<file path="src/include/instr_fields.svh">
`ifndef INSTR_FIELDS_SVH
`define INSTR_FIELDS_SVH

// Bit ranges of the fields in a 32-bit instruction word.

`define INS_OP    31:26
`define INS_RS    25:21
`define INS_RT    20:16
`define INS_RD    15:11
`define INS_SHAMT 10:6
`define INS_FUNCT 5:0

// Immediate and jump target fields.
`define INS_IMM   15:0
`define INS_TGT   25:0

`endif
</file>
<file path="src/source/mem_pkg.sv">
package mem_pkg;

    typedef logic [31:0] word_t;
    typedef logic [4:0]  reg_adr_t;
    typedef logic [3:0]  byte_en_t;
    typedef logic [1:0]  access_width_t;
    typedef logic [2:0]  wb_src_t;
    typedef logic [1:0]  wb_dst_t;

    // ############################
    // Access width.
    localparam access_width_t WIDTH_NONE = 2'd0;
    localparam access_width_t WIDTH_WORD = 2'd1;
    localparam access_width_t WIDTH_HALF = 2'd2;
    localparam access_width_t WIDTH_BYTE = 2'd3;

    // ############################
    // Writeback value source and destination.
    localparam wb_src_t SRC_ALU   = 3'd0;
    localparam wb_src_t SRC_IMM   = 3'd1;
    localparam wb_src_t SRC_LINK  = 3'd2; // PC+8.
    localparam wb_src_t SRC_MLU   = 3'd3;
    localparam wb_src_t SRC_LOAD  = 3'd4;
    localparam wb_src_t SRC_STACK = 3'd5; // rt-4.

    localparam wb_dst_t DST_RT = 2'd0;
    localparam wb_dst_t DST_RD = 2'd1;
    localparam wb_dst_t DST_RA = 2'd2;
    localparam wb_dst_t DST_SP = 2'd3;

    localparam reg_adr_t REG_RA = 5'd31;
    localparam reg_adr_t REG_SP = 5'd29;

    // ############################
    // Opcodes and funct codes.
    localparam logic [5:0] OP_SPECIAL = 6'h00;
    localparam logic [5:0] OP_JAL     = 6'h03;
    localparam logic [5:0] OP_ORI     = 6'h0d;
    localparam logic [5:0] OP_LUI     = 6'h0f;
    localparam logic [5:0] OP_LB      = 6'h20;
    localparam logic [5:0] OP_LH      = 6'h21;
    localparam logic [5:0] OP_LW      = 6'h23;
    localparam logic [5:0] OP_LBU     = 6'h24;
    localparam logic [5:0] OP_LHU     = 6'h25;
    localparam logic [5:0] OP_SB      = 6'h28;
    localparam logic [5:0] OP_SH      = 6'h29;
    localparam logic [5:0] OP_SW      = 6'h2b;
    localparam logic [5:0] OP_JAP     = 6'h3b; // Push link, custom.

    localparam logic [5:0] FN_MFLO = 6'h12;
    localparam logic [5:0] FN_ADDU = 6'h21;

endpackage

</file>
<file path="src/source/store_align.sv">
`timescale 1ns/1ps

module store_align (
    input  logic                      push,
    input  logic                      mem_wen,
    input  mem_pkg::access_width_t    width,
    input  mem_pkg::word_t            adr,
    input  mem_pkg::word_t            reg_rt,
    input  mem_pkg::word_t            link_addr,
    output mem_pkg::byte_en_t         byteen,
    output mem_pkg::word_t            wdata
);

    logic [1:0] lane;

    assign lane = adr[1:0];

    always_comb begin
        byteen = '0;
        wdata  = '0;
        if (push) begin
            byteen = 4'b1111; // Link word goes out whole.
            wdata  = link_addr;
        end else if (mem_wen) begin
            case (width)
                mem_pkg::WIDTH_WORD: begin
                    if (lane == 2'b00) begin
                        byteen = 4'b1111;
                        wdata  = reg_rt;
                    end
                end
                mem_pkg::WIDTH_HALF: begin
                    if (lane == 2'b00) begin
                        byteen = 4'b0011;
                        wdata  = reg_rt;
                    end else if (lane == 2'b10) begin
                        byteen = 4'b1100;
                        wdata  = reg_rt << 16;
                    end
                end
                mem_pkg::WIDTH_BYTE: begin
                    byteen = 4'b0001 << lane;
                    wdata  = reg_rt << {lane, 3'b000}; // Byte into its lane.
                end
                default: ;
            endcase
        end
    end

endmodule

</file>
<file path="config.mk">
export PLATFORM = sky130hd
export DESIGN_NAME = store_align
export DESIGN_NICKNAME = d
export VERILOG_FILES = /design/src/include/instr_fields.svh /design/src/source/mem_pkg.sv /design/src/source/store_align.sv
export SDC_FILE = /design/constraint.sdc
export NUM_CORES = 1
export LEC_CHECK = 0
export BUFFER_PORTS_ARGS = -buffer_cell sky130_fd_sc_hd__buf_2
export CAP_MARGIN = 20
export CORE_ASPECT_RATIO = 1.5
export CORE_MARGIN = 2
export CORE_UTILIZATION = 30
export DETAILED_ROUTE_END_ITERATION = 12
export PLACE_DENSITY_LB_ADDON = 0.2
export SYNTH_ARGS = -nofsm -noshare
export SYNTH_HDL_FRONTEND = slang
export SYNTH_SLANG_ARGS = --single-unit
</file>
<file path="constraint.sdc">
create_clock -name vclk -period 1
set_clock_uncertainty 0.1 [all_clocks]
set_input_delay 0.05 -clock vclk [all_inputs]
set_output_delay 0.05 -clock vclk [all_outputs]
set_load 0.05 [all_outputs]
</file>
==> qor.csv <==
stage;metric;value;unit
placement;hpwl;4216;um
floorplanning;core;3351;um^2
hold_path;hold_depth;3;
placement;pre_cts_slack;-668.9;ps
placement;portBuffers;106;
detailed_routing;dr.pass1.iters;4;
final_layout;final_common_cell;buf_2;
grt;grt_pass1_wl;9963;um
floorplanning;die_area;3927;um^2
grt;track_usage;33.15;%
timing;tightest_slew;339.4;ps
logic_synthesis;yosys_warnings;0;
timing;rsz0062_at_grt;true;
logic_synthesis;synthesis.area;1030;um^2
logic_synthesis;synth_top_area_cell;a22oi_1;
timing;final_hold_viol_count;0;
floorplanning;start_util;30.73;%
logic_synthesis;avgSynthCellArea;6.643;um^2
hold_path;hold_class;in -> out;
outcome;status;complete, but fails checks;
detailed_routing;drt_iter0_drc;93;
final_layout;clkbuf_count;0;
final_layout;utilization;91.04;%
logic_synthesis;synth_cell_types;41;
timing;period_minus_slack;1413;ps
detailed_routing;vias;2155;
setup_path;crit_required;850;ps
detailed_routing;drc_errors;0;
detailed_routing;antenna_left;0;
grt;grt_max_degree;16;
pwr;max-vdd-ir-drop;0.5089;mV
timing;setup_tns;-10020;ps
final_layout;diodes;0;
setup_path;start_kind;input pin;
grt;grt_overflow;0;
pwr;p_per_area;590.0;nW/um^2
timing;slew_headroom;77.37;%
final_layout;seq_cells;0;
hold_path;min_to;wdata[6];
setup_path;slowest_delay;400;ps
logic_synthesis;synth.area.top_cells;a22oi_1 (13%), a22o_1 (6.8%), a32oi_1 (6.8%);
setup_path;path_cells;buf_6, or3b_4, or2_4, o211ai_4, buf_6;
placement;place_congestion;0.8808;
final_layout;multiInputGateArea;1627;um^2
final_layout;areaGrowthSynthToFinish;196.2;%
hold_path;min_from;link_addr[6];
logic_synthesis;synth_nets;255;
timing;setup-violations-final;36;
setup_path;crit_path_max_fanout;7;
final_layout;seqCellArea;0;um^2
grt;grt_pass1_vias;2050;
floorplanning;ios;136;
logic_synthesis;netlist.area_leader.share;13.12;%
timing;max_freq;707.5;MHz
detailed_routing;routedWlPerCell;23.72;um
final_layout;finish.instance_area;3050;um^2
final_layout;drive_above_1_share;81.97;%
setup_path;cp_slowest_cell;or3b_4;
grt;antenna_found_initial;0;
floorplanning;num_rows;26;
job;cap_viol_max_count;0;
setup_path;crit_top_cell;buf_6;
final_layout;final_cell_mix;buf_2 (64), buf_6 (39), buf_4 (34);
final_layout;fillCellCount;129;
logic_synthesis;ys_seq_area_share;0;%
detailed_routing;vias_per_cell;6.414;
floorplanning;die_w;51.84;um
pwr;power_leakage;1.328;nW
timing;setup_slack;-413.4;ps
outcome;violations;negative setup slack;
timing;finalMaxSlewViolations;0;
detailed_routing;wirelength;7970;um
setup_path;cp.arrival;1260;ps
placement;placed_area;2356;um^2
setup_path;critPathCaptureType;output pin;
floorplanning;die_h;75.76;um
logic_synthesis;syn_inst;155;
setup_path;critical_path_class;in -> out;
final_layout;fin_nets;396;
timing;fin_crit_sh;141.3;%
clock_network;ctsHoldBuffers;0;
## cells in the mapped netlist (all sizes together), types with 2 or more instances
| cell type | instances |
|---|---|
| a22oi | 18 |
| buf | 12 |
| a2bb2oi | 4 |
| a211o | 2 |
| nand2 | 15 |
| a31oi | 4 |
| nor2 | 2 |
| o211ai | 2 |
| a32oi | 8 |
| a22o | 8 |
| nand2b | 3 |
| nand3 | 5 |
| o21bai | 2 |
| nand4 | 4 |
| o21ai | 17 |
| or2 | 2 |
| o311ai | 4 |
| and3 | 5 |
| nor2b | 5 |
| mux2i | 2 |
| mux2 | 4 |
| clkbuf | 7 |
| a21oi | 6 |
## worst max-delay path, delay by kind of cell
family / cells / cell delay, ps
buffers and inverters: 2 / 280
AND/OR/NAND/NOR: 2 / 730
AO/OA/AOI/OAI: 1 / 190
## through the flow
| stage | hold WS [ps] | cells | total power [mW] |
|---|---|---|---|
| detailed placement | 408.1 | 323 | 1.357 |
| floorplan | 179.7 | 155 | 0.9320 |
| finish | 347.5 | 336 | 1.800 |
| global route | 350.3 | 336 | 1.856 |
| global placement | 405.1 | 323 | 1.345 |
| CTS | 336.5 | 330 | 1.655 |
## routing by layer
metal | global-route usage, % | vias up | wire [um]
li1 | - | 915 | -
met1 | 36.08 | 1014 | 2743
met2 | 64.14 | 182 | 4240
met3 | 3.725 | 44 | 575
met4 | 12.28 | 0 | 411
met5 | 0 | - | 0
## how the worst max path moves through the flow
stage	start	end	slack [ps]	cells past startpoint
after global routing	adr[1]	wdata[24]	-440	5
after floorplan	adr[1]	wdata[24]	-330	4
after global placement	adr[1]	wdata[18]	-680	6
final	adr[1]	wdata[24]	-410	5
after detailed placement	adr[1]	wdata[19]	-670	6
after CTS	adr[1]	wdata[24]	-400	5
## cells by family after synthesis
logic type,after synthesis,synth area share [%]
XOR/XNOR,1,0.8507
AND/OR/NAND/NOR,49,27.46
AO/OA/AOI/OAI,79,56.14
buffers and inverters,20,9.234
multiplexers,6,6.318
## report_power, final
group	internal, mW	leakage (nW)	switching, mW
combinational	0.792	1.33	1.01
sequential	0	0	0
clock	0	0	0
total	0.792	1.33	1.01
## cell type report
cell class	instances	share of cell area, %
multi-input cells	135	53.32
well taps	42	1.723
inverters	1	0.2051
repair buffers	158	44.75
## repair_timing
item	4_1_cts	5_1_grt
gates cloned	1	0
pin swaps	19	9
setup endpoints to repair	36	36
endpoints found under the hold margin	0	0
gates resized for setup	133	17
buffers inserted	7	9
Power figures use the tool's default switching activity.
