[config.mk]
export PLATFORM = sky130hd
export DESIGN_NAME = writeback_select
export DESIGN_NICKNAME = d
export VERILOG_FILES = /design/src/source/mem_pkg.sv /design/src/source/writeback_select.sv
export VERILOG_INCLUDE_DIRS = /design/src /design/src/include
export SDC_FILE = /design/constraint.sdc
export NUM_CORES = 1
export LEC_CHECK = 0
export CAP_MARGIN = 20
export CORE_AREA = 4 4 93 161
export CTS_CLUSTER_DIAMETER = 50
export DETAILED_ROUTE_END_ITERATION = 12
export DIE_AREA = 0 0 97 165
export DONT_BUFFER_PORTS = 1
export HOLD_SLACK_MARGIN = 0.12
export PLACE_DENSITY = 0.44
export SYNTH_ARGS = -nofsm -noshare
export SYNTH_HDL_FRONTEND = slang
export SYNTH_SLANG_ARGS = --single-unit
[constraint.sdc]
create_clock -name clk -period 3.1 [get_ports clk]
set_input_delay 0.62 -clock clk [delete_from_list [all_inputs] [get_ports clk]]
set_output_delay 0.62 -clock clk [all_outputs]
set_load 0.03 [all_outputs]
[src/include/instr_fields.svh]
`ifndef INSTR_FIELDS_SVH
`define INSTR_FIELDS_SVH

// Bit ranges of the fields in a 32-bit instruction word.

`define INS_OP    31:26
`define INS_RS    25:21
`define INS_RT    20:16
`define INS_RD    15:11
`define INS_SHAMT 10:6
`define INS_FUNCT 5:0

// Immediate and jump target fields.
`define INS_IMM   15:0
`define INS_TGT   25:0

`endif
[src/source/mem_pkg.sv]
package mem_pkg;

    typedef logic [31:0] word_t;
    typedef logic [4:0]  reg_adr_t;
    typedef logic [3:0]  byte_en_t;
    typedef logic [1:0]  access_width_t;
    typedef logic [2:0]  wb_src_t;
    typedef logic [1:0]  wb_dst_t;

    // ############################
    // Access width.
    localparam access_width_t WIDTH_NONE = 2'd0;
    localparam access_width_t WIDTH_WORD = 2'd1;
    localparam access_width_t WIDTH_HALF = 2'd2;
    localparam access_width_t WIDTH_BYTE = 2'd3;

    // ############################
    // Writeback value source and destination.
    localparam wb_src_t SRC_ALU   = 3'd0;
    localparam wb_src_t SRC_IMM   = 3'd1;
    localparam wb_src_t SRC_LINK  = 3'd2; // PC+8.
    localparam wb_src_t SRC_MLU   = 3'd3;
    localparam wb_src_t SRC_LOAD  = 3'd4;
    localparam wb_src_t SRC_STACK = 3'd5; // rt-4.

    localparam wb_dst_t DST_RT = 2'd0;
    localparam wb_dst_t DST_RD = 2'd1;
    localparam wb_dst_t DST_RA = 2'd2;
    localparam wb_dst_t DST_SP = 2'd3;

    localparam reg_adr_t REG_RA = 5'd31;
    localparam reg_adr_t REG_SP = 5'd29;

    // ############################
    // Opcodes and funct codes.
    localparam logic [5:0] OP_SPECIAL = 6'h00;
    localparam logic [5:0] OP_JAL     = 6'h03;
    localparam logic [5:0] OP_ORI     = 6'h0d;
    localparam logic [5:0] OP_LUI     = 6'h0f;
    localparam logic [5:0] OP_LB      = 6'h20;
    localparam logic [5:0] OP_LH      = 6'h21;
    localparam logic [5:0] OP_LW      = 6'h23;
    localparam logic [5:0] OP_LBU     = 6'h24;
    localparam logic [5:0] OP_LHU     = 6'h25;
    localparam logic [5:0] OP_SB      = 6'h28;
    localparam logic [5:0] OP_SH      = 6'h29;
    localparam logic [5:0] OP_SW      = 6'h2b;
    localparam logic [5:0] OP_JAP     = 6'h3b; // Push link, custom.

    localparam logic [5:0] FN_MFLO = 6'h12;
    localparam logic [5:0] FN_ADDU = 6'h21;

endpackage

[src/source/writeback_select.sv]
`timescale 1ns/1ps
`include "instr_fields.svh"

module writeback_select (
    input  logic                clk,
    input  logic                rst_n,
    input  logic                m_valid,
    input  logic                reg_wen,
    input  mem_pkg::wb_src_t    wb_src,
    input  mem_pkg::wb_dst_t    wb_dst,
    input  mem_pkg::word_t      m_ins,
    input  mem_pkg::word_t      m_pc,
    input  mem_pkg::word_t      m_alu_res,
    input  mem_pkg::word_t      m_mlu_res,
    input  mem_pkg::word_t      m_reg_rt,
    input  mem_pkg::word_t      m_imm32,
    input  mem_pkg::word_t      load_data,
    output mem_pkg::word_t      link_addr,
    output logic                wb_valid,
    output mem_pkg::reg_adr_t   wb_adr,
    output mem_pkg::word_t      wb_data
);

    mem_pkg::reg_adr_t dst_adr;
    mem_pkg::word_t    dst_data;

    assign link_addr = m_pc + 32'd8;

    always_comb begin
        case (wb_dst)
            mem_pkg::DST_RT: dst_adr = m_ins[`INS_RT];
            mem_pkg::DST_RD: dst_adr = m_ins[`INS_RD];
            mem_pkg::DST_RA: dst_adr = mem_pkg::REG_RA;
            default:         dst_adr = mem_pkg::REG_SP;
        endcase
        if (!reg_wen)
            dst_adr = '0;
    end

    always_comb begin
        case (wb_src)
            mem_pkg::SRC_IMM:   dst_data = m_imm32;
            mem_pkg::SRC_LINK:  dst_data = link_addr;
            mem_pkg::SRC_MLU:   dst_data = m_mlu_res;
            mem_pkg::SRC_LOAD:  dst_data = load_data;
            mem_pkg::SRC_STACK: dst_data = m_reg_rt - 32'd4; // New stack pointer.
            default:            dst_data = m_alu_res;
        endcase
    end

    // W pipeline register.
    always_ff @(posedge clk or negedge rst_n) begin
        if (!rst_n) begin
            wb_valid <= 1'b0;
            wb_adr   <= '0;
        end else begin
            wb_valid <= m_valid;
            wb_adr   <= dst_adr;
        end
    end

    always_ff @(posedge clk) wb_data <= dst_data;

endmodule

==> flow_metrics.py <==
metrics = {
    "floorplanning": {
        "die_w_um": 97,
        "ios": 303,
        "num_rows": 57,
        "core_um2": 13800,
        "initial_core_util_pct": 29.5,
        "dieArea_um2": 16000,
        "die_h_um": 165,
    },
    "timing": {
        "max_slew_margin_pct": 35.4,
        "fmaxAchievable_mhz": 337,
        "setup_tns_ps": 0,
        "fin_crit_ps": 2970,
        "period_share_pct": 95.7,
        "finalHoldViolCount": 0,
        "grt_setup_unrepaired": "false",
        "slew_violations": 0,
        "finalSetupViolations": 0,
        "tightest_slew_ps": 962,
    },
    "worst_setup_path": {
        "cp.required_ps": 2480,
        "critical_path_class": "in2out",
        "cp-end-kind": "output pin",
        "path_cells": "ha_1 > nand4_1 > or3_1 > or4_1 > nand2_1 > buf_12",
        "max_stage_delay_ps": 570,
        "critical_path.startpoint": "m_pc[3]",
        "arrival_ps": 2350,
        "worst-path-max-fanout": 12,
        "cpMaxStageDelayCell": "or3_1",
        "start_kind": "input port",
    },
    "grt": {
        "use_met1_pct": 21.9,
        "grt_util_met2_pct": 46.5,
        "grt_util_met3_pct": 5.62,
        "grt_use_total_pct": 23.5,
        "grt_pass1_vias": 4679,
        "grt_most_used_layer": "met2",
        "grt_pass1_wl_mm": 28.2,
        "grt-ovfl-total": 0,
        "grt_max_degree": 68,
        "antenna_found_initial": 0,
    },
    "route": {
        "vias": 4731,
        "viasPerCell": 6.17,
        "routedWlPerCell_um": 26.5,
        "dr.pass1.iters": 4,
        "drt-total-wl_mm": 20.3,
        "post-route-drc-count": 0,
        "drt_iter0_drc": 214,
        "drt.antenna.violating_nets": 0,
    },
    "synthesis": {
        "synth-seq-cells": 38,
        "synth_ff_type": "dfxtp_1",
        "ys_types": 71,
        "ys.warnings.count": 0,
        "yosysMostFrequentCell": "nand2_1",
        "async_flop_share_pct": 15.8,
        "syn_area_um2": 4060,
        "synth_top_cell_by_area": "dfxtp_1",
        "synth-edff-count": 0,
        "syn_inst": 587,
        "synth.avg_cell_area_um2": 6.91,
        "synth_area_leaders": "dfxtp_1 (16%), o21ai_0 (7.0%), nand2_1 (5.5%)",
        "synth_fp_nets": 822,
        "synth_commonest_cells": "nand2_1 (59), o21ai_0 (57), nor2_1 (47)",
        "yosysSeqAreaShare_pct": 19.5,
        "synthDominantCellAreaShare_pct": 15.8,
    },
    "clock_network": {
        "clkSlewWorstSetupHoldPaths_ps": 60,
        "cts_tree": "built",
        "cts_root_buffer": "clkbuf_16",
        "cts_htree_levels": 2,
        "cts_buffers": 5,
        "clock-sinks": 38,
        "clk_path_buf_depth": 2,
        "cts_resized": 0,
    },
    "cells_and_area": {
        "utilization_pct": 33.6,
        "area_growth_pct": 14.2,
        "antennaDiodeCount": 0,
        "final_cells": 767,
        "design_area_um2": 4630,
        "drive_gt1_share_pct": 12.0,
        "seq_area_um2": 791,
        "multiInputGateArea_um2": 2980,
        "nFillCells": 1519,
        "fin_nets": 824,
    },
    "power": {
        "swShare_pct": 34.3,
        "p_int_mw": 1.19,
        "pwr-share-comb_pct": 23.2,
        "peakVddDrop_uv": 199,
        "pwr-share-clk_pct": 38.7,
        "pwr-share-seq_pct": 38.1,
        "finalPower_mw": 1.81,
        "p_switching_mw": 0.620,
        "cellLeakagePower_nw": 1.61,
        "cellPowerDensity_nw_per_um2": 390,
    },
    "run": {
        "cap_viol_max_count": 0,
    },
    "min_path": {
        "hold_end": "wb_valid",
        "hp-start": "m_valid",
        "min_path_cells": 0,
        "hold_path_class": "in2reg",
    },
    "place": {
        "dp_hpwl_mm": 16.6,
        "port_buffers": 0,
        "post-place-cells": 758,
        "place_area_um2": 4430,
        "gp_congestion": 0.851,
    },
    "outcome": {
        "status": "finished clean",
    },
}
power by group through the flow:
stage	sequential, mW	clock, mW	combinational [mW]
2_1_floorplan	0.687	0	0.326
3_3_place_gp	0.700	0	0.416
3_5_place_dp	0.700	0	0.420
4_1_cts	0.689	0.711	0.425
5_1_grt	0.692	0.730	0.454
6_report	0.688	0.699	0.419
final cells by class:
class	count	area share, %
Multi-Input combinational cell	482	64.3
Inverter	22	1.78
Clock buffer	5	2.70
Timing Repair Buffer	40	7.89
Clock inverter	3	1.49
Sequential cell	38	17.1
Tap cell	177	4.78
per-layer routing:
layer / share of wire, % / vias to the layer above
met5: 0 / -
met4: 4.8 / 0
met3: 7.7 / 37
met2: 55 / 275
met1: 32 / 2211
li1: - / 2208
cell usage in the layout (no fill, tap or decap), types with 6 or more instances in the layout:
cell       n
nand2_1   59
nand2b_1  15
a22o_1     8
nand4_1   12
or4_1      7
buf_4     34
o31a_1     6
nand3_1   24
a21oi_1   38
nor3_1    17
dfxtp_1   32
or2_2      6
o21ai_0   57
or3_1      7
nor2_1    47
nor4_1    19
dfrtp_1    6
a211oi_1   6
o21a_1     9
a31oi_1   16
xnor2_1   13
inv_1     20
xor2_1    12
critical path, delay by kind of cell:
kind | cells | cell delay (ps)
adders and majority gates | 1 | 180
buffers and inverters | 1 | 130
and+or+nand+nor | 4 | 1410
how the worst max path moves through the flow:
stage,to,slack (ps),cells after the start
2_1_floorplan,link_addr[22],170,5
3_3_place_gp,link_addr[29],150,6
3_5_place_dp,link_addr[29],140,6
4_1_cts,link_addr[29],140,6
5_1_grt,link_addr[29],70,6
6_report,link_addr[29],130,6
sequential cells by signal, indices dropped and copies added (netlist names):
name,cells
wb_adr,5
wb_data,32
wb_valid,1
stage by stage:
step	setup slack, ps	hold slack (ps)
2_1_floorplan	168	324
3_3_place_gp	155	325
3_5_place_dp	139	325
4_1_cts	138	353
5_1_grt	69.3	348
6_report	133	360
cell families after synthesis:
| kind of cell | count (synthesis) | synth area share (%) |
|---|---|---|
| simple gates | 249 | 32.6 |
| compound gates | 196 | 32.0 |
| buf+inv | 67 | 7.31 |
| flops | 38 | 19.5 |
| xor+xnor | 25 | 5.40 |
| mux | 10 | 2.62 |
| fa+ha+maj | 2 | 0.617 |
repair_timing:
action | in CTS | in global routing
endpoints found under the hold margin | 6 | 0
hold buffers | 1 | 0
buffers inserted | 0 | 0
Note: power is estimated with default switching activity, not from simulation.
