`src/include/instr_fields.svh`:
```
`ifndef INSTR_FIELDS_SVH
`define INSTR_FIELDS_SVH

// Bit ranges of the fields in a 32-bit instruction word.

`define INS_OP    31:26
`define INS_RS    25:21
`define INS_RT    20:16
`define INS_RD    15:11
`define INS_SHAMT 10:6
`define INS_FUNCT 5:0

// Immediate and jump target fields.
`define INS_IMM   15:0
`define INS_TGT   25:0

`endif
```
`src/source/mem_pkg.sv`:
```
package mem_pkg;

    typedef logic [31:0] word_t;
    typedef logic [4:0]  reg_adr_t;
    typedef logic [3:0]  byte_en_t;
    typedef logic [1:0]  access_width_t;
    typedef logic [2:0]  wb_src_t;
    typedef logic [1:0]  wb_dst_t;

    // ############################
    // Access width.
    localparam access_width_t WIDTH_NONE = 2'd0;
    localparam access_width_t WIDTH_WORD = 2'd1;
    localparam access_width_t WIDTH_HALF = 2'd2;
    localparam access_width_t WIDTH_BYTE = 2'd3;

    // ############################
    // Writeback value source and destination.
    localparam wb_src_t SRC_ALU   = 3'd0;
    localparam wb_src_t SRC_IMM   = 3'd1;
    localparam wb_src_t SRC_LINK  = 3'd2; // PC+8.
    localparam wb_src_t SRC_MLU   = 3'd3;
    localparam wb_src_t SRC_LOAD  = 3'd4;
    localparam wb_src_t SRC_STACK = 3'd5; // rt-4.

    localparam wb_dst_t DST_RT = 2'd0;
    localparam wb_dst_t DST_RD = 2'd1;
    localparam wb_dst_t DST_RA = 2'd2;
    localparam wb_dst_t DST_SP = 2'd3;

    localparam reg_adr_t REG_RA = 5'd31;
    localparam reg_adr_t REG_SP = 5'd29;

    // ############################
    // Opcodes and funct codes.
    localparam logic [5:0] OP_SPECIAL = 6'h00;
    localparam logic [5:0] OP_JAL     = 6'h03;
    localparam logic [5:0] OP_ORI     = 6'h0d;
    localparam logic [5:0] OP_LUI     = 6'h0f;
    localparam logic [5:0] OP_LB      = 6'h20;
    localparam logic [5:0] OP_LH      = 6'h21;
    localparam logic [5:0] OP_LW      = 6'h23;
    localparam logic [5:0] OP_LBU     = 6'h24;
    localparam logic [5:0] OP_LHU     = 6'h25;
    localparam logic [5:0] OP_SB      = 6'h28;
    localparam logic [5:0] OP_SH      = 6'h29;
    localparam logic [5:0] OP_SW      = 6'h2b;
    localparam logic [5:0] OP_JAP     = 6'h3b; // Push link, custom.

    localparam logic [5:0] FN_MFLO = 6'h12;
    localparam logic [5:0] FN_ADDU = 6'h21;

endpackage

```
`src/source/load_extract.sv`:
```
`timescale 1ns/1ps

module load_extract (
    input  logic                      sign_ext,
    input  mem_pkg::access_width_t    width,
    input  mem_pkg::word_t            adr,
    input  mem_pkg::word_t            rdata,
    output mem_pkg::word_t            load_data
);

    mem_pkg::word_t shifted;
    logic [15:0]    half;
    logic [7:0]     byte_val;

    // Addressed lane moved down to bit 0.
    assign shifted  = rdata >> {adr[1:0], 3'b000};
    assign half     = shifted[15:0];
    assign byte_val = shifted[7:0];

    always_comb begin
        load_data = '0;
        case (width)
            mem_pkg::WIDTH_WORD: begin
                if (adr[1:0] == 2'b00)
                    load_data = rdata;
            end
            mem_pkg::WIDTH_HALF: begin
                if (!adr[0]) begin
                    if (sign_ext)
                        load_data = {{16{half[15]}}, half};
                    else
                        load_data = {16'h0000, half};
                end
            end
            mem_pkg::WIDTH_BYTE: begin
                if (sign_ext)
                    load_data = {{24{byte_val[7]}}, byte_val};
                else
                    load_data = {24'h000000, byte_val};
            end
            default: ; // No load.
        endcase
    end

endmodule

```
`config.mk`:
```
export PLATFORM = sky130hd
export DESIGN_NAME = load_extract
export DESIGN_NICKNAME = d
export VERILOG_FILES = /design/src/include/instr_fields.svh /design/src/source/mem_pkg.sv /design/src/source/load_extract.sv
export SDC_FILE = /design/constraint.sdc
export NUM_CORES = 1
export LEC_CHECK = 0
export BUFFER_PORTS_ARGS = -buffer_cell sky130_fd_sc_hd__buf_2
export CAP_MARGIN = 20
export CORE_MARGIN = 2
export CORE_UTILIZATION = 31
export DETAILED_ROUTE_END_ITERATION = 10
export GPL_TIMING_DRIVEN = 0
export MAX_ROUTING_LAYER = met4
export PLACE_DENSITY = 0.85
export SLEW_MARGIN = 20
export SYNTH_ARGS = -nofsm -noshare
export SYNTH_HDL_FRONTEND = slang
export SYNTH_SLANG_ARGS = --single-unit
```
`constraint.sdc`:
```
create_clock -name vclk -period 1
set_input_delay 0.1 -clock vclk [all_inputs]
set_output_delay 0.1 -clock vclk [all_outputs]
set_load 0.05 [all_outputs]
```
==> results of run 1 <==
[final cells by class]
cell class / count / area (um^2) / share of cell area, %
Multi-Input combinational cell: 91 / 1090 / 55.2
Tap cell: 30 / 37.5 / 1.90
Inverter: 1 / 3.75 / 0.190
Buffer: 13 / 134 / 6.76
Timing Repair Buffer: 83 / 712 / 35.9
[power by group]
group | switching, mW | internal, mW | total (mW) | leakage (nW)
combinational | 0.751 | 0.523 | 1.27 | 0.777
sequential | 0 | 0 | 0 | 0
clock | 0 | 0 | 0 | 0
[repair_timing]
| item | 4_1_cts | 5_1_grt |
|---|---|---|
| gates cloned | 2 | 0 |
| setup endpoints to repair | 32 | 32 |
| pin swaps | 3 | 16 |
| buffers inserted | 12 | 4 |
| resized for setup | 61 | 56 |
[placed cells by master, fill, tap and decap left out, types with 4 or more instances in the layout]
| master | n |
|---|---|
| buf_2 | 35 |
| buf_6 | 32 |
| buf_4 | 17 |
| a22oi_2 | 12 |
| o211ai_4 | 12 |
| nand2_1 | 11 |
| o22ai_4 | 10 |
| nand2_2 | 5 |
| buf_12 | 4 |
| buf_8 | 4 |
| a22oi_1 | 4 |
| a21oi_1 | 4 |
| o22ai_2 | 4 |
| o211ai_1 | 4 |
[tightest hold or removal path: stages]
cell and delay [ns]:
buf_2 0.10, nand2_2 0.06, o211ai_4 0.07, buf_6 0.15
[worst paths after layout]
path | slack [ns] | depth (start not counted) | startpoint | to
setup / recovery | -0.54 | 8 | adr[1] | load_data[21]
hold / removal | 0.59 | 4 | rdata[31] | load_data[31]
[metal layers]
| layer | global-route usage (%) | share of wire (%) | vias to the layer above |
|---|---|---|---|
| met5 | - | 0 | - |
| met4 | 8.33 | 3.0 | 0 |
| met3 | 0.820 | 5.5 | 14 |
| met2 | 53.8 | 54 | 66 |
| met1 | 34.9 | 37 | 617 |
| li1 | - | - | 587 |
[kinds of logic after synthesis]
kind of cell	synth area share (%)
AO/OA/AOI/OAI	58.8
XOR/XNOR	1.10
buffers and inverters	13.6
multiplexers	3.13
AND/OR/NAND/NOR	23.4
[per-stage QoR]
| stage | total power, mW | cells | utilization [%] | hold WS, ns | setup WS (ns) |
|---|---|---|---|---|---|
| after CTS | 1.18 | 218 | 75.2 | 0.588 | -0.507 |
| after detailed placement | 0.990 | 204 | 60.6 | 0.667 | -0.617 |
| after global routing | 1.33 | 218 | 80.7 | 0.602 | -0.574 |
| after floorplan | 0.767 | 107 | - | 0.438 | -0.492 |
| final | 1.27 | 218 | 80.7 | 0.588 | -0.545 |
| after global placement | 0.976 | 204 | 60.6 | 0.665 | -0.588 |
==> results.toml, run 1 <==
[power_and_ir_drop]
ir_worst_vdd_mv = 0.635
p_per_area_nw_per_um2 = 643
leakagePower_nw = 0.777

[floorplanning]
initial_core_util_pct = 32.5
die_h_um = 54.7
ios = 99
die_w_um = 54.7
core_area_um2 = 2450
rows = 18
dieArea_um2 = 3000

[worst_hold_path]
min_path_type = "in -> out"

[sta]
fin_crit_sh_pct = 154
finalHoldViolCount = 0
setup_viol = 32
worst_pin_slew_ns = 0.580
rsz0062_at_grt = "true"
fin_crit_ns = 1.54
fmax_mhz = 647
relSlewSlack_pct = 61.3
setup_tns_ns = -13.25
layout_setup_ws_ns = -0.545
drv_slew = 0

[synth]
ys_seq_area_share_pct = 0
synth_top_area_cell = "o211ai_2"
yosysTopAreaCellShare_pct = 18.8
synth_commonest_cells = "a22oi_1 (16), nand2_1 (16), o22ai_1 (14), o211ai_2 (12), a21oi_1 (7)"
synth-warning-count = 0
netlist_area_um2 = 798
synthCells = 107
syn_nets = 174
yosysUniqueCellTypes = 28
ys_top_cells_by_area = "o211ai_2 (19%), a22oi_1 (15%), o22ai_1 (11%)"
synth_area_per_cell_um2 = 7.46

[worst_setup_path]
crit_chain = "buf_6 > buf_8 > mux2i_4 > a2bb2oi_4 > buf_6 > buf_6 > o211ai_1 > buf_4"
cp.arrival_ns = 1.44
cp_max_fo = 6
cp-end-kind = "output pin"
start_kind = "input pin"
crit_family = "buffers and inverters"
criticalPathCategory = "in -> out"
slowest_delay_ns = 0.26
crit_top_cell = "buf_6"
slowest_stage = "buf_4"
worstPathRequired_ns = 0.90
worst-path-buf-inv = 5

[place]
port_buffers = 67
gp_congestion = 0.777
dp_hpwl_um = 2640
place_area_um2 = 1490

[global_routing]
grt_pass1_vias = 1316
grt_pass1_wl_um = 6160
grt_max_degree = 11
track_usage_pct = 29.5
antenna_found_initial = 0
globalRouteOverflowTotal = 0

[layout]
layout-drive-gt1-share_pct = 82.4
syn2layout_area_growth_pct = 148
num-fill-cells = 148
regArea_um2 = 0
antenna_cells = 0
design.final.nets = 257
nFlopsAndLatches = 0
fin_area_um2 = 1980
n_clock_buffer = 0

[route]
routed_wl_um = 4240
dr.pass1.iters = 4
wl_per_cell_um = 19.4
drc_errors = 0
drt_iter0_markers = 18
ant_nets = 0
dr_total_vias = 1284
vias_per_cell = 5.89

[clock_network]
holdBufCountCts = 0

[flow_run]
maxCapViolCount = 0

[run_status]
status = "finished, violations left"
violations = "setup timing"
No activity file was read; power rests on OpenSTA's default activity.
==> run 2, diff against run 1 <==
- CORE_MARGIN: 2 -> 3
==> run 2 against run 1 <==
  * The flow still finishes with violations (setup timing)
  * Sequential share of layout area unchanged
  * Worst hold slack improved by 0.021 ns
  * Count of clock-buffer cells in the layout did not move
  * Critical endpoint is now load_data[11]
  * Die area increased by 7.4%
  * Cell count down 3.2%
  * Largest cell class unchanged
  * Largest power group unchanged
==> results.toml, run 2 (synthesis results as in run 1) <==
[layout]
n_clock_buffer = 0
layout_commonest_cell = "buf_2"
antenna_cells = 0
nFlopsAndLatches = 0
layout-drive-gt1-share_pct = 77.0
syn2layout_area_growth_pct = 136
regArea_um2 = 0
fin_area_um2 = 1890
layout_common_cells = "buf_2 (35), buf_6 (29), buf_4 (13), nand2_1 (12), o211ai_4 (12)"
design.final.nets = 252
fin_cells = 211

[worst_setup_path]
cp-end-kind = "output pin"
cp_max_fo = 10
cp.arrival_ns = 1.44
worstPathRequired_ns = 0.90
start_kind = "input pin"
criticalPathCategory = "in -> out"

[place]
place_ws_ns = -0.610
gp_congestion = 0.805
place_area_um2 = 1490
port_buffers = 67
dp_hpwl_um = 2670
placed_cells = 202

[route]
dr.pass1.iters = 4
drc_errors = 0
vias_per_cell = 6.41
dr_total_vias = 1352
drt_iter0_markers = 77
wl_per_cell_um = 23.1
ant_nets = 0
routed_wl_um = 4880

[floorplanning]
dieArea_um2 = 3220
die_w_um = 56.7
core_area_um2 = 2320
rows = 17
die_h_um = 56.7
initial_core_util_pct = 34.4
ios = 99

[worst_hold_path]
min-delay-start = "rdata[15]"
min_delay_worst_endpoint = "load_data[15]"
min_path_type = "in -> out"
worstHoldPathCells = 4

[sta]
finalHoldViolCount = 0
drv_slew = 0
fin_crit_sh_pct = 154
relSlewSlack_pct = 61.2
setup_viol = 32
fmax_mhz = 650
fin_crit_ns = 1.54
layout_setup_ws_ns = -0.539
worst_pin_slew_ns = 0.582
rsz0062_at_grt = "true"

[run_status]
violations = "setup timing"
status = "finished, violations left"

[power_and_ir_drop]
ir_worst_vdd_mv = 0.604
finalPower_mw = 1.24
p_per_area_nw_per_um2 = 658
leakagePower_nw = 0.747

[flow_run]
maxCapViolCount = 0

[global_routing]
grt_pass1_vias = 1339
antenna_found_initial = 0
globalRouteOverflowTotal = 0
track_usage_pct = 26.4
grt_max_degree = 11
grt_pass1_wl_um = 6790
-- run 2: worst max-delay path: stages --
cell       delay, ns
buf_8           0.08
buf_8           0.12
mux2i_4         0.26
a2bb2oi_4       0.32
buf_12          0.22
o22ai_4         0.08
clkbuf_4        0.24
-- run 2: per-stage QoR --
step                      util, %  TNS (ns)  hold slack [ns]
after CTS                    76.2    -12.82            0.596
final                        81.4    -13.47            0.609
after floorplan                 -     -8.57            0.438
after global placement       64.1    -15.46            0.650
after detailed placement     64.1    -16.36            0.655
after global routing         81.4    -14.53            0.627
-- run 2: report_power, final --
group	internal, mW	switching [mW]
registers	0	0
logic	0.490	0.752
clock network	0	0
-- run 2: worst max-delay path by stage --
stage | from | endpoint | slack [ns] | cells after the start
2_1_floorplan | adr[0] | load_data[21] | -0.49 | 4
4_1_cts | width[0] | load_data[11] | -0.46 | 5
6_report | adr[1] | load_data[11] | -0.54 | 7
3_5_place_dp | adr[0] | load_data[17] | -0.61 | 7
5_1_grt | width[0] | load_data[11] | -0.60 | 6
3_3_place_gp | adr[0] | load_data[26] | -0.58 | 7
-- run 2: cell type report --
| class | instances | area (um^2) |
|---|---|---|
| Tap cell | 28 | 35.0 |
| Inverter | 1 | 3.75 |
| Multi-Input combinational cell | 91 | 1070 |
| Buffer | 14 | 165 |
| Fill cell | 125 | 432 |
| Timing Repair Buffer | 77 | 612 |
-- run 2: repair_timing --
action / 4_1_cts / 5_1_grt
resized for setup: 69 / 30
endpoints found under the setup margin: 32 / 32
cloned: 0 / 0
pin swaps: 7 / 4
hold buffers: 0 / 0
setup buffers: 8 / 2
-- run 2: per-layer routing --
layer  GRT usage [%]  part of all wire [%]  wire length, um  up-vias
met2            46.5                    50             2450      107
met4            9.60                   6.3              309        0
met1            30.8                    35             1680      630
li1                -                     -                -      582
met3            2.76                   8.9              432       33
met5               -                     0                0        -
==> run 3, diff against run 2 <==
- CORE_UTILIZATION: 31 -> 34
- PLACE_DENSITY: 0.85 -> 0.88
- clock period: 1 -> 1.75 ns (I/O delays scaled with it)
==> run 3 against run 2 <==
  * The flow now finishes without violations
  * Largest power group unchanged
  * Die area fell by 7.9%
  * Combinational power shrank 61%
  * Non-clock buffer count down 6
  * Critical endpoint is now load_data[26]
  * Global-route usage down 6.5 points
  * Via count fell by 15%
==> results.toml, run 3 (synthesis results as in run 1) <==
[route]
dr_total_vias = 1148
routed_wl_um = 2970
drt_iter0_markers = 30
vias_per_cell = 5.63
dr.pass1.iters = 4
ant_nets = 0
wl_per_cell_um = 14.6
drc_errors = 0

[global_routing]
globalRouteOverflowTotal = 0
grt_max_degree = 11
grt_pass1_vias = 1004
antenna_found_initial = 0
grt_pass1_wl_um = 4500
track_usage_pct = 19.9

[layout]
layout-drive-gt1-share_pct = 59.9
num-fill-cells = 212
nFlopsAndLatches = 0
design.final.nets = 246
antenna_cells = 0
layout_commonest_cell = "buf_2"
multi_input_area_um2 = 733
regArea_um2 = 0
fin_cells = 204
syn2layout_area_growth_pct = 55.2
fin_area_um2 = 1240
layout_common_cells = "buf_2 (68), a22oi_1 (16), nand2_1 (16), o211ai_2 (12)"
final_core_util_pct = 59.5
n_clock_buffer = 0

[floorplanning]
die_h_um = 54.5
rows = 16
core_area_um2 = 2080
die_w_um = 54.5
initial_core_util_pct = 38.3
ios = 99
dieArea_um2 = 2970

[place]
port_buffers = 67
place_ws_ns = 0.0465
gp_congestion = 0.894
dp_hpwl_um = 2450
placed_cells = 201
place_area_um2 = 1210

[worst_hold_path]
min_path_type = "in -> out"
min-delay-start = "rdata[16]"
min_delay_worst_endpoint = "load_data[16]"
worstHoldPathCells = 4

[sta]
setup_viol = 0
fin_crit_ns = 1.68
drv_slew = 0
setup_tns_ns = 0
finalHoldViolCount = 0
worst_pin_slew_ns = 0.684
rsz0062_at_grt = "false"
relSlewSlack_pct = 54.4
fin_crit_sh_pct = 96.2
whs_ns = 0.783
layout_setup_ws_ns = 0.0658
fmax_mhz = 594

[power_and_ir_drop]
p_per_area_nw_per_um2 = 392
ir_worst_vdd_mv = 0.228
leakagePower_nw = 0.632
finalPower_mw = 0.485

[worst_setup_path]
worstPathRequired_ns = 1.57
criticalPathCategory = "in -> out"
start_kind = "input pin"
cp-end-kind = "output pin"
cp.arrival_ns = 1.51
cp_max_fo = 10

[run_status]
status = "completed"

[flow_run]
maxCapViolCount = 0

[clock_network]
holdBufCountCts = 0
## run 3: cell types whose count changed in the layout (fill, tap and decap cells not counted), moves of 5 or more
cell	previous run	this run
o211ai_4	12	0
o22ai_4	10	0
a22oi_1	11	16
o211ai_2	0	12
clkbuf_1	0	5
buf_6	29	5
buf_4	13	5
o22ai_1	0	7
buf_2	35	68
a22oi_2	5	0
## run 3: power by group
| part | leakage, nW | switching [mW] | internal, mW |
|---|---|---|---|
| clock | 0 | 0 | 0 |
| sequential | 0 | 0 | 0 |
| combinational | 0.632 | 0.332 | 0.154 |
| total | 0.632 | 0.332 | 0.154 |
## run 3: critical path, cell delays in order
cell      delay [ns]
buf_2           0.11
buf_6           0.13
nor3b_2         0.28
nand3_2         0.20
buf_4           0.24
o211ai_2        0.08
buf_2           0.28
## run 3: routing by layer
metal	vias up	routed length, um	GRT usage [%]
li1	563	-	-
met1	524	1180	24.9
met2	57	1520	36.5
met3	4	236	0.545
met4	0	38	2.07
met5	-	0	-
## run 3: worst max path at each step
stage          depth (start not counted)  startpoint       endpoint
5_1_grt                                7      adr[0]  load_data[27]
6_report                               7      adr[0]  load_data[26]
3_3_place_gp                           7      adr[0]  load_data[28]
2_1_floorplan                          5      adr[1]   load_data[0]
4_1_cts                                7      adr[0]  load_data[27]
3_5_place_dp                           7      adr[0]  load_data[27]
## run 3: repair_timing
item	CTS	global route
buffers inserted	0	3
resized for setup	0	2
setup endpoints to repair	0	19
## run 3: layout make-up
type,instances,area share (%)
Multi-Input combinational cell,91,59.2
Tap cell,27,2.73
Inverter,1,0.303
Timing Repair Buffer,70,29.3
Buffer,15,8.48
