==> config.mk <==
export PLATFORM = sky130hd
export DESIGN_NAME = mem_decode
export DESIGN_NICKNAME = d
export VERILOG_FILES = /design/src/source/mem_pkg.sv /design/src/source/mem_decode.sv
export VERILOG_INCLUDE_DIRS = /design/src /design/src/include
export SDC_FILE = /design/constraint.sdc
export NUM_CORES = 1
export LEC_CHECK = 0
export BUFFER_PORTS_ARGS = -buffer_cell sky130_fd_sc_hd__buf_2
export CAP_MARGIN = 20
export CORE_AREA = 2 2 155 157
export DETAILED_ROUTE_END_ITERATION = 8
export DIE_AREA = 0 0 157 159
export SLEW_MARGIN = 5
export SYNTH_ARGS = -nofsm -noshare
export SYNTH_HDL_FRONTEND = slang
export SYNTH_SLANG_ARGS = --single-unit
export TNS_END_PERCENT = 20
==> constraint.sdc <==
create_clock -name clk -period 1.6 [get_ports clk]
set_input_delay 0.24 -clock clk [delete_from_list [all_inputs] [get_ports clk]]
set_output_delay 0.24 -clock clk [all_outputs]
set_load 0.01 [all_outputs]
==> src/include/instr_fields.svh <==
`ifndef INSTR_FIELDS_SVH
`define INSTR_FIELDS_SVH

// Bit ranges of the fields in a 32-bit instruction word.

`define INS_OP    31:26
`define INS_RS    25:21
`define INS_RT    20:16
`define INS_RD    15:11
`define INS_SHAMT 10:6
`define INS_FUNCT 5:0

// Immediate and jump target fields.
`define INS_IMM   15:0
`define INS_TGT   25:0

`endif
==> src/source/mem_pkg.sv <==
package mem_pkg;

    typedef logic [31:0] word_t;
    typedef logic [4:0]  reg_adr_t;
    typedef logic [3:0]  byte_en_t;
    typedef logic [1:0]  access_width_t;
    typedef logic [2:0]  wb_src_t;
    typedef logic [1:0]  wb_dst_t;

    // ############################
    // Access width.
    localparam access_width_t WIDTH_NONE = 2'd0;
    localparam access_width_t WIDTH_WORD = 2'd1;
    localparam access_width_t WIDTH_HALF = 2'd2;
    localparam access_width_t WIDTH_BYTE = 2'd3;

    // ############################
    // Writeback value source and destination.
    localparam wb_src_t SRC_ALU   = 3'd0;
    localparam wb_src_t SRC_IMM   = 3'd1;
    localparam wb_src_t SRC_LINK  = 3'd2; // PC+8.
    localparam wb_src_t SRC_MLU   = 3'd3;
    localparam wb_src_t SRC_LOAD  = 3'd4;
    localparam wb_src_t SRC_STACK = 3'd5; // rt-4.

    localparam wb_dst_t DST_RT = 2'd0;
    localparam wb_dst_t DST_RD = 2'd1;
    localparam wb_dst_t DST_RA = 2'd2;
    localparam wb_dst_t DST_SP = 2'd3;

    localparam reg_adr_t REG_RA = 5'd31;
    localparam reg_adr_t REG_SP = 5'd29;

    // ############################
    // Opcodes and funct codes.
    localparam logic [5:0] OP_SPECIAL = 6'h00;
    localparam logic [5:0] OP_JAL     = 6'h03;
    localparam logic [5:0] OP_ORI     = 6'h0d;
    localparam logic [5:0] OP_LUI     = 6'h0f;
    localparam logic [5:0] OP_LB      = 6'h20;
    localparam logic [5:0] OP_LH      = 6'h21;
    localparam logic [5:0] OP_LW      = 6'h23;
    localparam logic [5:0] OP_LBU     = 6'h24;
    localparam logic [5:0] OP_LHU     = 6'h25;
    localparam logic [5:0] OP_SB      = 6'h28;
    localparam logic [5:0] OP_SH      = 6'h29;
    localparam logic [5:0] OP_SW      = 6'h2b;
    localparam logic [5:0] OP_JAP     = 6'h3b; // Push link, custom.

    localparam logic [5:0] FN_MFLO = 6'h12;
    localparam logic [5:0] FN_ADDU = 6'h21;

endpackage

==> src/source/mem_decode.sv <==
`timescale 1ns/1ps
`include "instr_fields.svh"

module mem_decode (
    input  logic                      clk,
    input  logic                      rst_n,
    input  logic                      ex_valid,
    input  mem_pkg::word_t            ex_ins,
    input  mem_pkg::word_t            ex_pc,
    input  mem_pkg::word_t            ex_alu_res,
    input  mem_pkg::word_t            ex_mlu_res,
    input  mem_pkg::word_t            ex_reg_rt,
    input  mem_pkg::word_t            ex_imm32,
    output logic                      m_valid,
    output mem_pkg::word_t            m_ins,
    output mem_pkg::word_t            m_pc,
    output mem_pkg::word_t            m_alu_res,
    output mem_pkg::word_t            m_mlu_res,
    output mem_pkg::word_t            m_reg_rt,
    output mem_pkg::word_t            m_imm32,
    output logic                      mem_wen,
    output logic                      reg_wen,
    output mem_pkg::wb_src_t          wb_src,
    output mem_pkg::wb_dst_t          wb_dst,
    output mem_pkg::access_width_t    width,
    output logic                      sign_ext,
    output logic                      push
);

    logic [5:0] op;
    logic [5:0] funct;

    // ############################
    // M pipeline register.
    always_ff @(posedge clk or negedge rst_n) begin
        if (!rst_n) begin
            m_valid <= 1'b0;
            m_ins   <= '0;
        end else begin
            m_valid <= ex_valid;
            m_ins   <= ex_ins;
        end
    end

    always_ff @(posedge clk) begin
        m_pc      <= ex_pc;
        m_alu_res <= ex_alu_res;
        m_mlu_res <= ex_mlu_res;
        m_reg_rt  <= ex_reg_rt;
        m_imm32   <= ex_imm32;
    end

    assign op    = m_ins[`INS_OP];
    assign funct = m_ins[`INS_FUNCT];

    // ############################
    // Control decode.
    always_comb begin
        mem_wen  = 1'b0;
        reg_wen  = 1'b0;
        wb_src   = mem_pkg::SRC_ALU;
        wb_dst   = mem_pkg::DST_RT;
        width    = mem_pkg::WIDTH_NONE;
        sign_ext = 1'b0;
        push     = 1'b0;
        case (op)
            mem_pkg::OP_SPECIAL: begin
                if (funct == mem_pkg::FN_ADDU) begin
                    reg_wen = 1'b1;
                    wb_dst  = mem_pkg::DST_RD;
                end else if (funct == mem_pkg::FN_MFLO) begin
                    reg_wen = 1'b1;
                    wb_src  = mem_pkg::SRC_MLU;
                    wb_dst  = mem_pkg::DST_RD;
                end
            end
            mem_pkg::OP_LW, mem_pkg::OP_LH, mem_pkg::OP_LHU,
            mem_pkg::OP_LB, mem_pkg::OP_LBU: begin
                reg_wen  = 1'b1;
                wb_src   = mem_pkg::SRC_LOAD;
                sign_ext = (op == mem_pkg::OP_LH) || (op == mem_pkg::OP_LB);
                if (op == mem_pkg::OP_LW)
                    width = mem_pkg::WIDTH_WORD;
                else if ((op == mem_pkg::OP_LH) || (op == mem_pkg::OP_LHU))
                    width = mem_pkg::WIDTH_HALF;
                else
                    width = mem_pkg::WIDTH_BYTE;
            end
            mem_pkg::OP_SW: begin mem_wen = 1'b1; width = mem_pkg::WIDTH_WORD; end
            mem_pkg::OP_SH: begin mem_wen = 1'b1; width = mem_pkg::WIDTH_HALF; end
            mem_pkg::OP_SB: begin mem_wen = 1'b1; width = mem_pkg::WIDTH_BYTE; end
            mem_pkg::OP_LUI: begin reg_wen = 1'b1; wb_src = mem_pkg::SRC_IMM; end
            mem_pkg::OP_ORI: reg_wen = 1'b1; // ALU result to rt.
            mem_pkg::OP_JAL: begin
                reg_wen = 1'b1;
                wb_src  = mem_pkg::SRC_LINK;
                wb_dst  = mem_pkg::DST_RA;
            end
            mem_pkg::OP_JAP: begin
                push    = 1'b1;
                reg_wen = 1'b1;
                wb_src  = mem_pkg::SRC_STACK;
                wb_dst  = mem_pkg::DST_SP;
            end
            default: ;
        endcase
        if (!m_valid) begin // Empty slot writes nothing.
            mem_wen = 1'b0;
            reg_wen = 1'b0;
            push    = 1'b0;
            width   = mem_pkg::WIDTH_NONE;
        end
    end

endmodule

==> metrics, run 1 <==
initial antenna violation count=1; Peak VDD IR=712 uV; first drt pass iteration count=4; Register Area=0.00404 sq mm; Yosys top cell area share=74.5%; input/output buffers=398; PD cells=1130 mW/mm^2; Crit Path Category=register to output pin; Clock Sinks=193; final hold vios=0; pre-CTS WS=-0.144 ns; Filler Cells Inserted=2173; Primary FF master, synth=dfxtp_1; vias in the first global route=4756; maximum clock rate=0.499 GHz; CTS tree=yes; cell area after synthesis=0.00430 sq mm; layout cell share with drive strength beyond 1=53.5%; Area Overhead vs Synth=120%; Worst Path Max Fanout=7; worst setup path startpoint=m_ins[28]; Ys Warns=0; largest area contributor in the netlist=dfxtp_1; aggregate global routing overflow=0; WP data arrival=1.76 ns; Mapped Cells=235; failing checks=negative setup slack; cts bufs inserted=17; Critical Path Source Type=register; Die Wd=157 microns; row count=56; Mean Syn Cell Area=18.3 sq um; syn nets=430; Synth cell types=30; area of the multi-input gates=344 sq um; final hold slack=0.374 ns; Final Setup Violations=11; DP Wirelength=12300 microns; Die H=159 microns; total power=10700 uW; Yosys reg bits=193; Tmin final=2.00 ns; CTS clk-pin slew, worst paths=0.08 ns; most numerous cell in the Yosys netlist=dfxtp_1; CTS max path bufs=2; top cells by area, synth=dfxtp_1 74%, dfrtp_1 19%, nor4bb_1 0.47%, nor4_1 0.44%, buf_2 0.35%; routed vias=4221; DR WL/cell=15.0 microns; GRT Util Overall=13.9%; Slew HR=70.5%; LEAKAGE=0.00461 uW; crit end category=output pin; top post-synthesis cells by count=160 x dfxtp_1, 33 x dfrtp_1, 4 x nand2_1; worst setup path end=reg_wen; worst-margin pin slew=0.442 ns; wire length of the first global-routing pass=26100 microns; initial drt markers=112; status=finished, violations left; largest net degree at the start of global routing=34; die area=0.0250 sq mm; Final Max Tran Viols=0; initial core utilization=18.5%; Final WS setup=-0.403 ns; Detail Route Antenna Nets=0; diodes inserted=0; register area share after synthesis=93.7%; asr flop ratio synth=17.1%; fin crit share=125%; Nets=1053; Max Cap Viol=0; Total Wirelength=17900 microns; RSZ-0062 raised after global routing=yes; Root Buffer=clkbuf_16; number of synthesized flops with an enable pin=0; I/O pins=399; H-tree depth=4; Via-to-Cell Ratio=3.55; Placer Congestion=0.800; DRC=0; hold crit path type=input port to asynchronous set/reset pin; core area=0.0232 sq mm; Req. time, crit path=1.36 ns
cell type report:
type                       count  share of cell area [%]
clock buffer                  19                    4.90
tap                          319                    4.21
clock inverter                13                    1.62
multi-input combinational     37                    3.63
inverter                       1                  0.0396
timing repair buffer         608                    43.0
sequential                   193                    42.6
worst min path at each step:
stage | from | to | slack (ns) | cells past startpoint
global route | rst_n | m_ins[13] | 0.41 | 3
finish | rst_n | m_ins[13] | 0.37 | 3
floorplan | rst_n | m_ins[0] | -0.06 | 0
global placement | rst_n | m_ins[13] | 0.31 | 2
CTS | rst_n | m_ins[13] | 0.37 | 3
detailed placement | rst_n | m_ins[13] | 0.31 | 2
sequential cells by signal, summed over array words and instances (netlist names):
name / count
m_imm32: 32
m_mlu_res: 32
m_alu_res: 32
m_reg_rt: 32
m_valid: 1
m_pc: 32
m_ins: 32
power breakdown:
part | switching (uW) | internal [uW]
Clock | 2120 | 2250
Combinational | 465 | 694
Sequential | 88.4 | 5070
Total | 2670 | 8020
cells in the final DEF, fill, tap and decap left out, types with 2 or more instances in the layout:
master	instances
buf_2	397
dlygate4sd3_1	194
dfxtp_1	160
dfrtp_1	28
clkbuf_16	18
buf_4	12
inv_8	5
dfrtp_2	5
buf_6	5
nand2_1	4
clkinv_8	4
inv_6	3
nor4_2	2
o21a_1	2
nor2_1	2
worst max-delay path, cell delays in order, from the launching register on:
cell and delay, ns:
dfrtp_2 0.47, buf_6 0.16, nand4bb_1 0.18, a31o_1 0.26
a31oi_2 0.13, buf_2 0.15
layer usage:
| metal | global-route usage [%] | vias up | routed length, microns |
|---|---|---|---|
| met4 | 4.96 | 2 | 408 |
| met5 | 0 | - | 13 |
| li1 | - | 2008 | - |
| met1 | 14.2 | 1931 | 6530 |
| met2 | 25.0 | 251 | 9220 |
| met3 | 5.85 | 29 | 1680 |
metrics by stage:
stage               instance area [sq um]  cells  util, %  setup TNS (ns)
detailed placement                   6750    958     29.1          -0.152
floorplan                            4310    235        -       -0.000594
global route                         9480   1190     40.9           -4.35
CTS                                  9440   1189     40.7           -3.65
global placement                     6750    958     29.1          -0.171
finish                               9480   1190     40.9           -3.41
cells by family (layout without fill, tap and decap cells):
| group | Yosys count | count (layout) | share of synthesized area (%) |
|---|---|---|---|
| flops | 193 | 193 | 93.7 |
| compound gates | 12 | 12 | 1.92 |
| simple gates | 25 | 25 | 3.87 |
| buf+inv | 5 | 641 | 0.523 |
timing repair:
item | 4_1_cts | 5_1_grt
pin swaps | 7 | 1
gates resized for setup | 18 | 8
endpoints found under the hold margin | 226 | 0
hold buffers | 194 | 0
setup buffers | 5 | 1
setup endpoints to repair | 11 | 11
(Power assumes the default switching activity.)
==> inputs of run 2 (changes only) <==
RECOVER_POWER = 100   (was unset)
clock period = 2.2 ns   (was 1.6 ns; I/O delays follow)
==> run 2 against run 1 <==
Effect of this change: the flow now finishes without violations; design area decreased by 6.4%; final cell count fell by 2.2%; flip-flop and latch count stayed put; critical path type unchanged.
==> metrics, run 2 (synthesis gave the netlist of run 1 again) <==
Total Wirelength=16500 microns (was 17900 microns); final hold vios=0 (unchanged); post-route setup TNS=0 ns (was -3.41 ns); Die H=159 microns (unchanged); Final Setup Violations=0 (was 11); Max Cap Viol=0 (unchanged); PD cells=850 mW/mm^2 (was 1130 mW/mm^2); clock power share=40.5% (was 40.9%); internal power=5690 uW (was 8020 uW); final core occ=38.2% (was 40.9%); Area Overhead vs Synth=106% (was 120%); DRC=0 (unchanged); Placer Congestion=0.748 (was 0.800); switch share=24.5% (was 25.0%); H-tree depth=4 (unchanged); RSZ-0062 raised after global routing=yes (unchanged); wire length of the first global-routing pass=23900 microns (was 26100 microns); sequential share of power=49.9% (was 48.3%); commonest non-fill, non-tap cell in the layout=clkbuf_1 (was buf_2); initial drt markers=231 (was 112); Tmin final=2.19 ns; CTS clk-pin slew, worst paths=0.07 ns (was 0.08 ns); Nets=1027 (was 1053); hold crit path type=input port to register (was input port to asynchronous set/reset pin); layout cell share with drive strength beyond 1=28.2% (was 53.5%); Die Wd=157 microns (unchanged); Post-DP Area=0.00667 sq mm (was 0.00675 sq mm); Final WS setup=0.00967 ns (was -0.403 ns); DP Cell Count=948 (was 958); combinational power share=9.7% (was 10.8%); cts bufs inserted=17 (unchanged); critical path's slowest cell=nor4b_1 (was dfrtp_2); aggregate global routing overflow=0 (unchanged); CTS max path bufs=2 (unchanged); core area=0.0232 sq mm (unchanged); Final Cell Area=0.00887 sq mm (was 0.00948 sq mm); crit end category=output pin (unchanged); fin crit share=99.6%; Peak VDD IR=486 uV (was 712 uV); DP Wirelength=11800 microns (was 12300 microns); Root Buffer=clkbuf_16 (unchanged); Worst Path Max Fanout=10 (was 7); switching power total=1840 uW (was 2670 uW); Non-Filler Instances=1164 (was 1190); most frequent cells in the layout=205 x clkbuf_1, 192 x buf_2, 181 x dlygate4sd3_1 (was 397 x buf_2, 194 x dlygate4sd3_1, 160 x dfxtp_1); status=finished clean (was finished, violations left); first drt pass iteration count=4 (unchanged); worst-margin pin slew=0.802 ns (was 0.442 ns); maximum clock rate=0.457 GHz; DR WL/cell=14.2 microns (was 15.0 microns); CTS tree=yes (unchanged); Final Max Tran Viols=0 (unchanged); initial antenna violation count=0 (was 1); LEAKAGE=0.00389 uW (was 0.00461 uW); GRT Util Overall=12.7% (was 13.9%); Critical Path Source Type=register (unchanged); vias in the first global route=4516 (was 4756); CP Cell Sequence=nand3b_1 > nor4b_1 > buf_2 (was buf_6 > nand4bb_1 > a31o_1 > a31oi_2 > buf_2); largest net degree at the start of global routing=34 (unchanged); Via-to-Cell Ratio=3.51 (was 3.55); I/O pins=399 (unchanged); Clock Sinks=193 (unchanged); row count=56 (unchanged); pre-CTS WS=0.447 ns (was -0.144 ns); Worst path max stage delay=0.50 ns (was 0.47 ns); Crit Path Category=register to output pin (unchanged); die area=0.0250 sq mm (unchanged); input/output buffers=398 (unchanged); routed vias=4080 (was 4221); initial core utilization=18.5% (unchanged); WP data arrival=1.86 ns (was 1.76 ns); Req. time, crit path=1.87 ns (was 1.36 ns); diodes inserted=0 (unchanged); Detail Route Antenna Nets=0 (unchanged); Slew HR=46.5% (was 70.5%)
## run 2: cell type report
cell class | count | area [sq um]
clock buffer | 19 | 454
clock inverter | 13 | 138
fill | 2329 | 14300
inverter | 1 | 3.75
multi-input combinational | 37 | 265
sequential | 193 | 4040
tap | 319 | 399
timing repair buffer | 582 | 3570
## run 2: layer usage
| layer | routed length (microns) | vias to the layer above | global-route usage, % |
|---|---|---|---|
| met4 | 420 | 0 | 6.05 |
| li1 | - | 1957 | - |
| met2 | 8380 | 233 | 22.8 |
| met1 | 6330 | 1870 | 13.2 |
| met5 | 0 | - | 0 |
| met3 | 1420 | 20 | 4.41 |
## run 2: critical path: cells and delay by family, from the launching register on
kind	cells	cell delay (ns)
buf+inv	1	0.23
flops	1	0.47
simple gates	2	0.75
## run 2: power by group through the flow
stage	clock network [uW]	registers (uW)	logic, uW
floorplan	0	3920	29.7
global placement	0	3820	517
detailed placement	0	3830	521
CTS	3180	3750	771
global route	3340	3780	784
finish	3050	3760	728
## run 2: per-stage QoR
step	hold WS [ns]	total power, uW
after global routing	0.00159	7900
after detailed placement	0.434	4350
final	0.0245	7530
after CTS	0.00120	7700
after floorplan	0.0344	3950
after global placement	0.426	4340
## run 2: path summary, 6_finish.rpt
kind	from	endpoint	slack (ns)	cells after the start
max in group asynchronous	rst_n	m_ins[31]	1.11	2
worst max-delay path	m_ins[30]	mem_wen	0.01	3
min in group asynchronous	rst_n	m_ins[14]	0.53	2
worst min-delay path	ex_reg_rt[15]	m_reg_rt[15]	0.02	1
## run 2: timing repair
item,in CTS,in global routing
endpoints found under the hold margin,210,3
hold buffers,178,3
gates resized for setup,3,6
setup buffers,0,3
setup endpoints to repair,4,4
==> inputs of run 3 (changes only) <==
PLACE_DENSITY = 0.55   (was unset)
clock period = 2.5 ns   (was 2.2 ns; I/O delays follow)
==> run 3 against run 2 <==
Effect of this change: the flow now finishes with violations (max-capacitance violations, max-slew violations); wire length decreased by 8.4%; combinational power decreased by 45%; flip-flop and latch count unchanged; sequential share of layout area increased by 12 points; setup slack improved by 0.15 ns; die area unchanged; clock power decreased by 12%; clock-buffer cell count unchanged; sequential power decreased by 12%; final cell count decreased by 15%; critical endpoint is now wb_dst[1]; largest cell class unchanged.
==> metrics, run 3 (synthesis gave the netlist of run 1 again) <==
status=finished, violations left (was finished clean); failing checks=max-capacitance violations, max-slew violations; Req. time, crit path=2.12 ns (was 1.87 ns); vias in the first global route=3719 (was 4516); layout cell share with drive strength beyond 1=33.9% (was 28.2%); initial core utilization=18.5% (unchanged); Detail Route Antenna Nets=0 (unchanged); sequential share of power=51.8% (was 49.9%); I/O pins=399 (unchanged); Clock Sinks=193 (unchanged); Final Max Tran Viols=34 (was 0); Max Cap Viol=1 (was 0); CTS clk-pin slew, worst paths=0.08 ns (was 0.07 ns); Critical Path Source Type=register (unchanged); die area=0.0250 sq mm (unchanged); first drt pass iteration count=4 (unchanged); Post-DP Area=0.00667 sq mm (unchanged); Worst Path Max Fanout=14 (was 10); most frequent cells in the layout=206 x clkbuf_1, 193 x buf_2, 160 x dfxtp_1 (was 205 x clkbuf_1, 192 x buf_2, 181 x dlygate4sd3_1); routed vias=3395 (was 4080); input/output buffers=398 (unchanged); post_cts resized=0 (was 3); initial antenna violation count=4 (was 0); maximum clock rate=0.428 GHz; hold crit path type=input port to register (unchanged); switch share=24.5% (about the same); Via-to-Cell Ratio=3.45 (was 3.51); clock power share=41.9% (was 40.5%); LEAKAGE=0.00310 uW (was 0.00389 uW); hold path depth=1 (unchanged); Die H=159 microns (unchanged); internal power=4820 uW (was 5690 uW); Peak VDD IR=418 uV (was 486 uV); combinational power share=6.3% (was 9.7%); Slew HR=-14.8% (was 46.5%); crit end category=output pin (unchanged); Crit Path Category=register to output pin (unchanged); Root Buffer=clkbuf_16 (unchanged); Die Wd=157 microns (unchanged); Total Wirelength=15100 microns (was 16500 microns); DP Wirelength=12600 microns (was 11800 microns); worst-margin pin slew=1.72 ns (was 0.802 ns); Final Setup Violations=0 (unchanged); DRC=0 (unchanged); WHS Endpoint=m_alu_res[18] (was m_reg_rt[15]); CTS tree=yes (unchanged); H-tree depth=4 (unchanged); Area Overhead vs Synth=63.1% (was 106%); Nets=843 (was 1027); row count=56 (unchanged); wire length of the first global-routing pass=21600 microns (was 23900 microns); switching power total=1570 uW (was 1840 uW); final hold vios=0 (unchanged); Placer Congestion=0.764 (was 0.748); Post-CTS Setup Inserts=0 (unchanged); post-route setup TNS=0 ns (unchanged); largest net degree at the start of global routing=34 (unchanged); commonest non-fill, non-tap cell in the layout=clkbuf_1 (unchanged); GRT Util Overall=11.8% (was 12.7%); HP Start=ex_alu_res[18] (was ex_reg_rt[15]); fin crit share=93.4%; initial drt markers=160 (was 231); Tmin final=2.34 ns; Hold Buf Count CTS=0 (was 178); Final Cell Area=0.00701 sq mm (was 0.00887 sq mm); total power=6380 uW (was 7530 uW); WP data arrival=1.96 ns (was 1.86 ns); core area=0.0232 sq mm (unchanged); DR WL/cell=15.4 microns (was 14.2 microns); cts bufs inserted=17 (unchanged); CTS max path bufs=2 (unchanged); PD cells=910 mW/mm^2 (was 850 mW/mm^2); RSZ-0062 raised after global routing=no (was yes); aggregate global routing overflow=0 (unchanged)
==> run 3: cell count changes in the layout (fill, tap and decap cells not counted), sizes merged <==
cell / before / now
dlygate4sd3: 181 / 0
diode: 0 / 4
buf: 195 / 193
clkbuf: 225 / 224
==> run 3: per-stage QoR <==
stage | worst slack, ns | util (%) | std cells | hold slack (ns)
floorplan | 0.736 | - | 235 | 0.0794
global placement | 0.663 | 28.8 | 948 | 0.473
detailed placement | 0.656 | 28.8 | 948 | 0.479
CTS | 0.185 | 31.3 | 980 | 0.0118
global route | 0.0551 | 30.2 | 981 | 0.0119
finish | 0.164 | 30.2 | 984 | 0.0475
==> run 3: area by class of cell <==
class | instances | area (sq um)
Fill cell | 2494 | 16200
Sequential cell | 193 | 4030
Timing Repair Buffer | 398 | 1740
Clock buffer | 19 | 454
Tap cell | 319 | 399
Multi-Input combinational cell | 37 | 244
Clock inverter | 13 | 138
Antenna cell | 4 | 10.0
Inverter | 1 | 3.75
==> run 3: worst max-delay path by stage <==
stage                     startpoint   endpoint  slack [ns]  cells after the start
after detailed placement   m_ins[28]  wb_src[0]        0.66                      3
after global routing       m_ins[27]    reg_wen        0.06                      4
after CTS                  m_ins[28]  wb_src[0]        0.19                      3
final                      m_ins[28]  wb_dst[1]        0.16                      3
after floorplan            m_ins[27]    reg_wen        0.74                      4
after global placement     m_ins[27]    reg_wen        0.66                      4
==> run 3: power by group through the flow <==
stage	Combinational (uW)	Sequential (uW)	Clock, uW
final	404	3310	2670
after global routing	440	3320	2930
after global placement	458	3370	0
after detailed placement	460	3370	0
after CTS	461	3300	2790
after floorplan	26.2	3450	0
==> run 3: routing by layer <==
| metal | track usage [%] | up-vias | part of all wire, % |
|---|---|---|---|
| li1 | - | 1594 | - |
| met1 | 12.1 | 1559 | 38 |
| met2 | 20.9 | 231 | 50 |
| met3 | 5.55 | 11 | 11 |
| met4 | 3.92 | 0 | 1.2 |
| met5 | 0 | - | 0 |
==> run 3: critical path, stage by stage, from the launching register on <==
cell,delay [ns]
dfrtp_1,0.53
or4_1,0.56
o21ai_0,0.26
buf_2,0.19
